<file path="config.mk">
export PLATFORM = sky130hd
export DESIGN_NAME = ddr3_dfi_phy
export DESIGN_NICKNAME = d
export VERILOG_FILES = /design/src/design/ddr3_phy_pkg.sv /design/src/design/ddr3_phy_cfg_regs.sv /design/src/design/ddr3_phy_write_path.sv /design/src/design/ddr3_phy_read_path.sv /design/src/design/ddr3_dfi_phy.sv
export VERILOG_INCLUDE_DIRS = /design/src /design/src/include
export SDC_FILE = /design/constraint.sdc
export NUM_CORES = 1
export LEC_CHECK = 0
export BUFFER_PORTS_ARGS = -buffer_cell sky130_fd_sc_hd__buf_4
export CORE_MARGIN = 10
export CORE_UTILIZATION = 34
export DETAILED_ROUTE_END_ITERATION = 7
export PLACE_DENSITY = 0.75
export SLEW_MARGIN = 5
export SYNTH_ARGS = -nofsm -noshare
export SYNTH_HDL_FRONTEND = slang
export SYNTH_SLANG_ARGS = --single-unit
export TNS_END_PERCENT = 50
</file>
<file path="constraint.sdc">
create_clock -name clock -period 1.4 [get_ports clock]
set_input_delay 0.21 -clock clock [delete_from_list [all_inputs] [get_ports clock]]
set_output_delay 0.21 -clock clock [all_outputs]
set_load 0.02 [all_outputs]
</file>
<file path="src/include/ddr3_phy_settings.svh">
`ifndef DDR3_PHY_SETTINGS_SVH
`define DDR3_PHY_SETTINGS_SVH

// --------------------------------------------------
// bus widths
// --------------------------------------------------

// dram data pins, one beat
`define DDR3_DQ_WIDTH 16
// one mask pin per data byte
`define DDR3_DM_WIDTH (`DDR3_DQ_WIDTH / 8)
// row / column address pins
`define DDR3_ADDR_BITS 14

// --------------------------------------------------
// read timing
// --------------------------------------------------

// read latency after reset, in controller clocks
`define DDR3_TPHY_RDLAT 4
// read-valid shifter depth, largest usable latency is one less
`define DDR3_RD_SHIFT_W 12
// low bit of the latency field in the config word
`define DDR3_CFG_RDLAT_LSB 8

`endif

</file>
<file path="src/design/ddr3_phy_pkg.sv">
`default_nettype none

`include "ddr3_phy_settings.svh"

package ddr3_phy_pkg;

  // --------------------------------------------------
  // dfi command
  // --------------------------------------------------

  // one command word, same layout on dfi and pad side
  // all zero means cke and reset_n low, dram held off
  typedef struct packed {
    logic                         cke;
    logic                         reset_n;
    logic                         cs_n;
    logic                         ras_n;
    logic                         cas_n;
    logic                         we_n;
    logic                         odt;
    logic [2:0]                   bank;
    logic [`DDR3_ADDR_BITS-1:0]   address;
  } dfi_cmd_t;

  // --------------------------------------------------
  // data words
  // --------------------------------------------------

  // two dram beats per controller clock
  // beat0 goes out first on the pins
  typedef struct packed {
    logic [`DDR3_DQ_WIDTH-1:0] beat1;
    logic [`DDR3_DQ_WIDTH-1:0] beat0;
  } pad_word_t;

  // write beat pair plus byte mask, mask bit set drops the byte
  typedef struct packed {
    pad_word_t                     data;
    logic [2*`DDR3_DM_WIDTH-1:0]   mask;
  } dfi_wrdata_t;

  // --------------------------------------------------
  // configuration
  // --------------------------------------------------

  // read latency in controller clocks, 0 to shift depth - 1
  typedef struct packed {
    logic [3:0] rd_lat;
  } phy_cfg_t;

  // wishbone word address of the config register
  localparam logic [3:0] PHY_CFG_ADDR = 4'd0;

endpackage

`default_nettype wire

</file>
<file path="src/design/ddr3_phy_cfg_regs.sv">
`timescale 1ns/1ns
`default_nettype none

`include "ddr3_phy_settings.svh"

module ddr3_phy_cfg_regs (
  input  wire                      clock,
  input  wire                      reset,

  // wishbone classic slave
  input  wire                      wb_cyc_i,
  input  wire                      wb_stb_i,
  input  wire                      wb_we_i,
  input  wire  [3:0]               wb_adr_i,
  input  wire  [31:0]              wb_dat_i,
  input  wire  [3:0]               wb_sel_i,
  output logic [31:0]              wb_dat_o,
  output logic                     wb_ack_o,

  // phy configuration to the read path
  output ddr3_phy_pkg::phy_cfg_t   cfg_o
);

  import ddr3_phy_pkg::*;

  // width of the latency field in the config word
  localparam int LAT_W = 4;
  localparam int LAT_LSB = `DDR3_CFG_RDLAT_LSB;
  // byte lane that carries the latency field
  localparam int LAT_SEL = LAT_LSB / 8;
  // largest latency the shifter can hold
  localparam logic [LAT_W-1:0] RD_LAT_MAX = LAT_W'(`DDR3_RD_SHIFT_W - 1);

  // --------------------------------------------------
  // request decode
  // --------------------------------------------------

  phy_cfg_t          cfg_q;
  logic              req_w;
  logic              hit_w;
  logic              wr_en_w;
  logic [LAT_W-1:0]  wr_lat_w;
  logic [LAT_W-1:0]  sat_lat_w;
  logic [31:0]       rd_word_w;

  // new request only while no ack is out,
  // so a held stb does not get a second ack straight away
  assign req_w = wb_cyc_i && wb_stb_i && !wb_ack_o;
  assign hit_w = (wb_adr_i == PHY_CFG_ADDR);

  // write lands only on the config word with the latency byte selected
  assign wr_en_w = req_w && wb_we_i && hit_w && wb_sel_i[LAT_SEL];

  // clamp oversized latencies to the shifter depth
  assign wr_lat_w  = wb_dat_i[LAT_LSB +: LAT_W];
  assign sat_lat_w = (wr_lat_w > RD_LAT_MAX) ? RD_LAT_MAX : wr_lat_w;

  // read word, latency field in place, zeros elsewhere
  always_comb begin
    rd_word_w = '0;
    if (hit_w) begin
      rd_word_w[LAT_LSB +: LAT_W] = cfg_q.rd_lat;
    end
  end

  // --------------------------------------------------
  // config register
  // --------------------------------------------------

  always_ff @(posedge clock) begin
    if (reset) begin
      cfg_q.rd_lat <= LAT_W'(`DDR3_TPHY_RDLAT);
    end else if (wr_en_w) begin
      cfg_q.rd_lat <= sat_lat_w;
    end
  end

  assign cfg_o = cfg_q;

  // --------------------------------------------------
  // ack and read data
  // --------------------------------------------------

  // ack one edge after the request is seen, high for one cycle
  always_ff @(posedge clock) begin
    if (reset) begin
      wb_ack_o <= 1'b0;
    end else begin
      wb_ack_o <= req_w;
    end
  end

  // read data is sampled with the request and held until the next one
  always_ff @(posedge clock) begin
    if (req_w) begin
      wb_dat_o <= rd_word_w;
    end
  end

endmodule

`default_nettype wire

</file>
<file path="src/design/ddr3_phy_write_path.sv">
`timescale 1ns/1ns
`default_nettype none

`include "ddr3_phy_settings.svh"

module ddr3_phy_write_path (
  input  wire                           clock,
  input  wire                           reset,

  // dfi write side
  input  ddr3_phy_pkg::dfi_cmd_t        dfi_cmd_i,
  input  ddr3_phy_pkg::dfi_wrdata_t     dfi_wrdata_i,
  input  wire                           dfi_wrdata_en_i,

  // pad side
  output ddr3_phy_pkg::dfi_cmd_t        ddr3_cmd_o,
  output ddr3_phy_pkg::pad_word_t       pad_dq_o,
  output logic [2*`DDR3_DM_WIDTH-1:0]   pad_dm_o,
  output logic                          pad_dq_oe_o
);

  import ddr3_phy_pkg::*;

  // --------------------------------------------------
  // command
  // --------------------------------------------------

  dfi_cmd_t cmd_q;

  // one register stage toward the pins,
  // zero in reset keeps cke and reset_n low
  always_ff @(posedge clock) begin
    if (reset) begin
      cmd_q <= '0;
    end else begin
      cmd_q <= dfi_cmd_i;
    end
  end

  assign ddr3_cmd_o = cmd_q;

  // --------------------------------------------------
  // write data and mask
  // --------------------------------------------------

  dfi_wrdata_t wr_q;

  // data and mask follow the controller every cycle,
  // the output enable decides whether the pins see them
  always_ff @(posedge clock) begin
    wr_q <= dfi_wrdata_i;
  end

  assign pad_dq_o = wr_q.data;
  assign pad_dm_o = wr_q.mask;

  // --------------------------------------------------
  // data output enable
  // --------------------------------------------------

  // three-stage delay of the write-data enable
  logic wr_en_q0;
  logic wr_en_q1;
  logic wr_en_q2;
  // active low enable, sticky across short gaps
  logic dq_oe_n_q;

  always_ff @(posedge clock) begin
    if (reset) begin
      wr_en_q0 <= 1'b0;
      wr_en_q1 <= 1'b0;
      wr_en_q2 <= 1'b0;
    end else begin
      wr_en_q0 <= dfi_wrdata_en_i;
      wr_en_q1 <= wr_en_q0;
      wr_en_q2 <= wr_en_q1;
    end
  end

  // second stage switches the drivers on,
  // they go off only once stages two and three are both idle
  always_ff @(posedge clock) begin
    if (reset) begin
      dq_oe_n_q <= 1'b1;
    end else if (wr_en_q1) begin
      dq_oe_n_q <= 1'b0;
    end else if (!wr_en_q2) begin
      dq_oe_n_q <= 1'b1;
    end
  end

  // pads take an active high enable
  assign pad_dq_oe_o = !dq_oe_n_q;

endmodule

`default_nettype wire

</file>
<file path="src/design/ddr3_phy_read_path.sv">
`timescale 1ns/1ns
`default_nettype none

`include "ddr3_phy_settings.svh"

module ddr3_phy_read_path (
  input  wire                        clock,
  input  wire                        reset,

  // latency from the config register
  input  ddr3_phy_pkg::phy_cfg_t     cfg_i,

  // dfi read request
  input  wire                        dfi_rddata_en_i,

  // pad side read word
  input  ddr3_phy_pkg::pad_word_t    pad_dq_i,

  // dfi read return
  output ddr3_phy_pkg::pad_word_t    dfi_rddata_o,
  output logic                       dfi_rddata_valid_o
);

  import ddr3_phy_pkg::*;

  localparam int SHIFT_W = `DDR3_RD_SHIFT_W;

  // --------------------------------------------------
  // read data capture
  // --------------------------------------------------

  pad_word_t rd_data_q;

  // capture the pad word every cycle,
  // valid marks the cycles the controller should take
  always_ff @(posedge clock) begin
    rd_data_q <= pad_dq_i;
  end

  assign dfi_rddata_o = rd_data_q;

  // --------------------------------------------------
  // read valid shifter
  // --------------------------------------------------

  logic [SHIFT_W-1:0] rd_en_q;
  logic [SHIFT_W-1:0] rd_en_next;

  // shift right by one, then drop the new request at the latency slot
  // bit zero reaches the output, so latency n gives valid n edges later
  // config saturates the latency, the slot is always inside the vector
  always_comb begin
    rd_en_next = {1'b0, rd_en_q[SHIFT_W-1:1]};
    rd_en_next[cfg_i.rd_lat] = dfi_rddata_en_i;
  end

  always_ff @(posedge clock) begin
    if (reset) begin
      rd_en_q <= '0;
    end else begin
      rd_en_q <= rd_en_next;
    end
  end

  assign dfi_rddata_valid_o = rd_en_q[0];

endmodule

`default_nettype wire

</file>
<file path="src/design/ddr3_dfi_phy.sv">
`timescale 1ns/1ns
`default_nettype none

`include "ddr3_phy_settings.svh"

module ddr3_dfi_phy (
  input  wire                           clock,
  input  wire                           reset,

  // wishbone classic config port
  input  wire                           wb_cyc_i,
  input  wire                           wb_stb_i,
  input  wire                           wb_we_i,
  input  wire  [3:0]                    wb_adr_i,
  input  wire  [31:0]                   wb_dat_i,
  input  wire  [3:0]                    wb_sel_i,
  output logic [31:0]                   wb_dat_o,
  output logic                          wb_ack_o,

  // dfi from the controller
  input  ddr3_phy_pkg::dfi_cmd_t        dfi_cmd_i,
  input  ddr3_phy_pkg::dfi_wrdata_t     dfi_wrdata_i,
  input  wire                           dfi_wrdata_en_i,
  input  wire                           dfi_rddata_en_i,
  output ddr3_phy_pkg::pad_word_t       dfi_rddata_o,
  output logic                          dfi_rddata_valid_o,

  // pad side, bidirectional dq split into in, out and enable
  output ddr3_phy_pkg::dfi_cmd_t        ddr3_cmd_o,
  output ddr3_phy_pkg::pad_word_t       pad_dq_o,
  output logic [2*`DDR3_DM_WIDTH-1:0]   pad_dm_o,
  output logic                          pad_dq_oe_o,
  input  ddr3_phy_pkg::pad_word_t       pad_dq_i
);

  import ddr3_phy_pkg::*;

  // latency setting toward the read path
  phy_cfg_t cfg_w;

  // --------------------------------------------------
  // configuration
  // --------------------------------------------------

  ddr3_phy_cfg_regs u_cfg (
    .clock    (clock),
    .reset    (reset),
    .wb_cyc_i (wb_cyc_i),
    .wb_stb_i (wb_stb_i),
    .wb_we_i  (wb_we_i),
    .wb_adr_i (wb_adr_i),
    .wb_dat_i (wb_dat_i),
    .wb_sel_i (wb_sel_i),
    .wb_dat_o (wb_dat_o),
    .wb_ack_o (wb_ack_o),
    .cfg_o    (cfg_w)
  );

  // --------------------------------------------------
  // command and write data
  // --------------------------------------------------

  ddr3_phy_write_path u_wr (
    .clock           (clock),
    .reset           (reset),
    .dfi_cmd_i       (dfi_cmd_i),
    .dfi_wrdata_i    (dfi_wrdata_i),
    .dfi_wrdata_en_i (dfi_wrdata_en_i),
    .ddr3_cmd_o      (ddr3_cmd_o),
    .pad_dq_o        (pad_dq_o),
    .pad_dm_o        (pad_dm_o),
    .pad_dq_oe_o     (pad_dq_oe_o)
  );

  // --------------------------------------------------
  // read capture and valid
  // --------------------------------------------------

  ddr3_phy_read_path u_rd (
    .clock              (clock),
    .reset              (reset),
    .cfg_i              (cfg_w),
    .dfi_rddata_en_i    (dfi_rddata_en_i),
    .pad_dq_i           (pad_dq_i),
    .dfi_rddata_o       (dfi_rddata_o),
    .dfi_rddata_valid_o (dfi_rddata_valid_o)
  );

endmodule

`default_nettype wire

</file>
Yosys cells after proc, flatten, opt, wreduce, memory -nomap -nowiden
Index checks and enable logic that the tools add are counted.
- bits in registers: 117
- bits of input ports: 139
- output and inout bits: 127
- logic and storage cells: 41
- $lt $le $gt $ge: 3
- equality and inequality tests: 1
- muxes and demuxes: 6
- reductions and logical operators: 9
- operators with widths (operator ; count):
    12-bit bitwise mux ; 1
    1-bit logical AND ; 6
    4-bit by 5-bit less-than comparator with 1-bit output (second input constant) ; 1
    1-bit demux with 4-bit select ; 1
    4-bit by 1-bit greater-or-equal comparator with 1-bit output (second input constant) ; 1
    4-bit greater-than comparator (second input constant) ; 1
    4-bit logical NOT ; 1
    4-bit two-way mux ; 1
    1-bit two-way mux ; 3
    1-bit logical NOT ; 2
    2-bit by 1-bit != test with 1-bit output (second input constant) ; 1

Logic depth before layout (Yosys ltp)
- depth after elaboration: 5
- gate-level depth with buffers: 4
- gate-level depth less buffers: 3

Hierarchy
From an unflattened synthesis, not the netlist that was laid out.
- cell total of the unflattened synthesis: 243
- area total of the unflattened synthesis: 3398.3 um^2
- by module, submodules not included (module ; instances ; cells an instance ; area each (um^2) ; seq. area each (um^2)):
    ddr3_phy_write_path ; 1 ; 96 ; 1492.7 ; 1281.2
    ddr3_phy_read_path ; 1 ; 86 ; 1288.7 ; 880.8
    ddr3_phy_cfg_regs ; 1 ; 61 ; 616.8 ; 220.2

Least setup slack after synthesis
No wires, ideal clock.
- path type: reg2reg
- start point: register u_cfg.wb_ack_o
- end point: register u_cfg.cfg_q (netlist bit u_cfg.cfg_o[2])
- library setup time: 0.122 ns
- arrival: 1.308 ns
- data required time: 1.278 ns
- setup slack: -0.030 ns
- stages on the path, launching flop included: 5
- path buffers: 1
- period minus slack after synthesis: 1.430 ns
- cell sequence: dfxtp_1 and3b_1 clkbuf_1 nand3_2 a221o_1
- longest elaborated chain between the ends: 5
- RTL lines (what ; RTL line ; RTL):
    start: declaration ; ddr3_phy_cfg_regs.sv:18 ; output logic wb_ack_o,
    start signal: assignment ; ddr3_phy_cfg_regs.sv:89 ; wb_ack_o <= req_w;
    1-bit logical NOT ; ddr3_phy_cfg_regs.sv:48 ; assign req_w = wb_cyc_i && wb_stb_i && !wb_ack_o;
    1-bit logical AND ; ddr3_phy_cfg_regs.sv:48 ;
    via u_cfg.req_w ; ddr3_phy_cfg_regs.sv:39 ; logic req_w;
    1-bit logical AND (3 in series) ; ddr3_phy_cfg_regs.sv:52 ; assign wr_en_w = req_w && wb_we_i && hit_w && wb_sel_i[LAT_SEL];
    end: declaration ; ddr3_phy_cfg_regs.sv:38 ; phy_cfg_t cfg_q;
The timed path passes the listed nets, and every way through them passes these cells.
A chain may end at the register's enable or synchronous reset.

Worst setup path after layout
- start point: register u_cfg.wb_ack_o
- end point: register u_cfg.cfg_q (netlist bit u_cfg.cfg_o[2])
- longest elaborated chain between the ends: 5
- RTL lines (what ; RTL line):
    1-bit logical NOT ; ddr3_phy_cfg_regs.sv:48
    1-bit logical AND ; ddr3_phy_cfg_regs.sv:48
    1-bit logical AND (3 in series) ; ddr3_phy_cfg_regs.sv:52
No other way between the ends.

==> metrics.txt <==
status finished clean; HPWL Detailed 7840 microns; Seq cells post-synth 117; final antenna-violating net count 0; fmax 0.795 GHz; Lkg Pwr 2.95 nW; Final Wtd Congestion 0.812; fin worst setup slack 0.142 ns; Die Area 0.0139 sq mm; Critical Path RT 1.76 ns; crit path time final 1.26 ns; Vias 2859; Post-Synthesis Cells 243; vias per cell 4.11; MaxCap Viol Count 0; Post-Route Setup TNS 0 ns; grt ovf 0; CORE AREA 0.00928 sq mm; crit-path max FO 7; GRT Total Usage 0.187; hold endpoint u_cfg.cfg_o[3]; Starting Density 0.352; Yosys warning count 0; area grow syn2layout 94.2%; final WL 13300 microns; internal reg-to-reg setup slack 0.14 ns; Fin Clk Skew 0.00494 ns; sequential-to-total area share from yosys stat 0.728; share of layout cells above drive strength 1 0.450; Design Power 0.00877 W; clock slew at reported path FFs 0.05 ns; dpl cell area 0.00484 sq mm; initial antenna violation count 2; most frequent cells in the layout buf_4, dfxtp_1, dlygate4sd3_1; most common cell after layout, fill and taps aside buf_4; critical path class flop to flop; period utilization 0.898; routed len/inst 19.1 microns; r2r startpoint u_cfg.wb_ack_o; drt initial violations 127; Yosys cell types 29; Post-Layout Inst Area 0.00635 sq mm; io pins 266; Clock Latency Late Sink 0.48 ns; Setup Buffers After CTS 0; RR Endpoint u_cfg.cfg_o[2]; die width 118 microns; CTS tree done; worst path arrival time 1.62 ns; Port Buffer Count 206; 1st-pass router iterations 4; Pwr Density 1380 mW/mm^2; startpoint types flop; worst hold-check path type primary input to flop; CP Capture Type flop; CTS Root Cell clkbuf_8; total clock sinks 117; H-tree depth 4; hold-critical path depth 3; # setup viols final 0; Die Ht 118 microns; Site Rows 35; Slew Viols, Final 0; worst reg2reg path depth 3; vias in the first global route 3325; final core occ 0.685; Hold Fails Final Rpt 0; RSZ-0062 raised after global routing false; first-pass GRT wire length 20000 microns; maximum number of pins on one net before global-route repair 47; final net count 690; pre-CTS WS 0.0391 ns; worst vdd ir 975 uV; hold path start wb_dat_i[11]; mapped cell area 0.00327 sq mm; Mean Syn Cell Area 13.5 sq um; CTS Buf Count 17; Residual DRC 0; clk buf depth 2
[worst max-delay path: stages (launching register included)]
cell,delay [ns]
dfxtp_1,0.30
and3b_1,0.36
nand3_2,0.12
a221o_1,0.37
[cell usage after synthesis (all sizes together)]
library cell  instances  area share
nor2                 11       0.013
or2                   1      0.0019
edfxtp                4       0.037
inv                   1      0.0011
conb                  1      0.0011
nor4b                 4       0.011
nand3                 1      0.0031
nor2b                28       0.054
and2                  5       0.011
a211oi                2      0.0046
and4b                 1      0.0031
and3                  1      0.0023
a21oi                 3      0.0046
a221o                 1      0.0031
nand4b                2      0.0054
mux2i                12       0.037
nor4bb                2      0.0061
buf                  32       0.070
nor3b                 1      0.0023
clkbuf                7      0.0080
dfxtp               113        0.69
nor4                  2      0.0084
a31oi                 2      0.0038
nand2b                2      0.0038
and4bb                3       0.011
and3b                 1      0.0027
[stage by stage]
stage | hold slack (ns) | cells
global route | 0.0224 | 695
CTS | 0.00746 | 693
global placement | 0.315 | 568
finish | 0.0329 | 695
detailed placement | 0.316 | 568
floorplan | 0.238 | 270
[layout make-up]
type                            count  area, sq um
Clock buffer                       20          457
Antenna cell                        2         5.00
Multi-Input combinational cell    113          731
Tap cell                          129          161
Clock inverter                     12          118
Fill cell                         656         2930
Sequential cell                   117         2390
Timing Repair Buffer              301         2490
Inverter                            1         3.75
[sequential cells by signal, indices dropped and copies added (netlist names)]
name               count
u_wr.pad_dm_o          4
u_rd.rd_en_q          12
u_cfg.wb_dat_o         4
u_cfg.cfg_o            4
u_wr.dq_oe_n_q         1
u_wr.wr_en_q0          1
u_wr.pad_dq_o         32
u_cfg.wb_ack_o         1
u_rd.dfi_rddata_o     32
u_wr.wr_en_q1          1
u_wr.ddr3_cmd_o       24
u_wr.wr_en_q2          1
[how the worst max path moves through the flow]
stage                                 end           start  slack, ns
final                      u_cfg.cfg_o[2]  u_cfg.wb_ack_o       0.14
after global routing      u_rd.rd_en_q[0]  u_cfg.cfg_o[3]       0.07
after CTS                 u_rd.rd_en_q[3]  u_cfg.cfg_o[1]       0.03
after detailed placement  u_rd.rd_en_q[3]  u_cfg.cfg_o[1]       0.04
after global placement    u_rd.rd_en_q[6]  u_cfg.cfg_o[1]       0.06
after floorplan            u_cfg.cfg_o[2]  u_cfg.wb_ack_o       0.05
[timing repair]
item	4_1_cts	5_1_grt
resized for setup	0	4
hold buffers	93	0
setup endpoints to repair	0	7
hold endpoints to repair	93	0
[cell families (layout without fill, tap and decap cells)]
family,Yosys count,in the layout,synth area share
AO/OA/AOI/OAI,8,8,0.0161
buffers and inverters,40,334,0.0795
flip-flops,117,117,0.728
multiplexers,12,12,0.0367
other,1,30,0.00115
AND/OR/NAND/NOR,65,65,0.138
[where the power goes]
| part | internal (W) | leakage (nW) | switching (W) |
|---|---|---|---|
| clock network | 0.00253 | 0.270 | 0.00160 |
| logic | 0.000567 | 1.69 | 0.000501 |
| registers | 0.00351 | 0.983 | 0.0000572 |
| total | 0.00660 | 2.95 | 0.00216 |
[layer usage]
layer	track usage	share of wire	up-vias
met3	0.0676	0.076	24
met1	0.176	0.35	1324
li1	-	-	1359
met2	0.347	0.55	152
met4	0.0927	0.031	0
met5	0	0	-
Power figures use the tool's default switching activity.
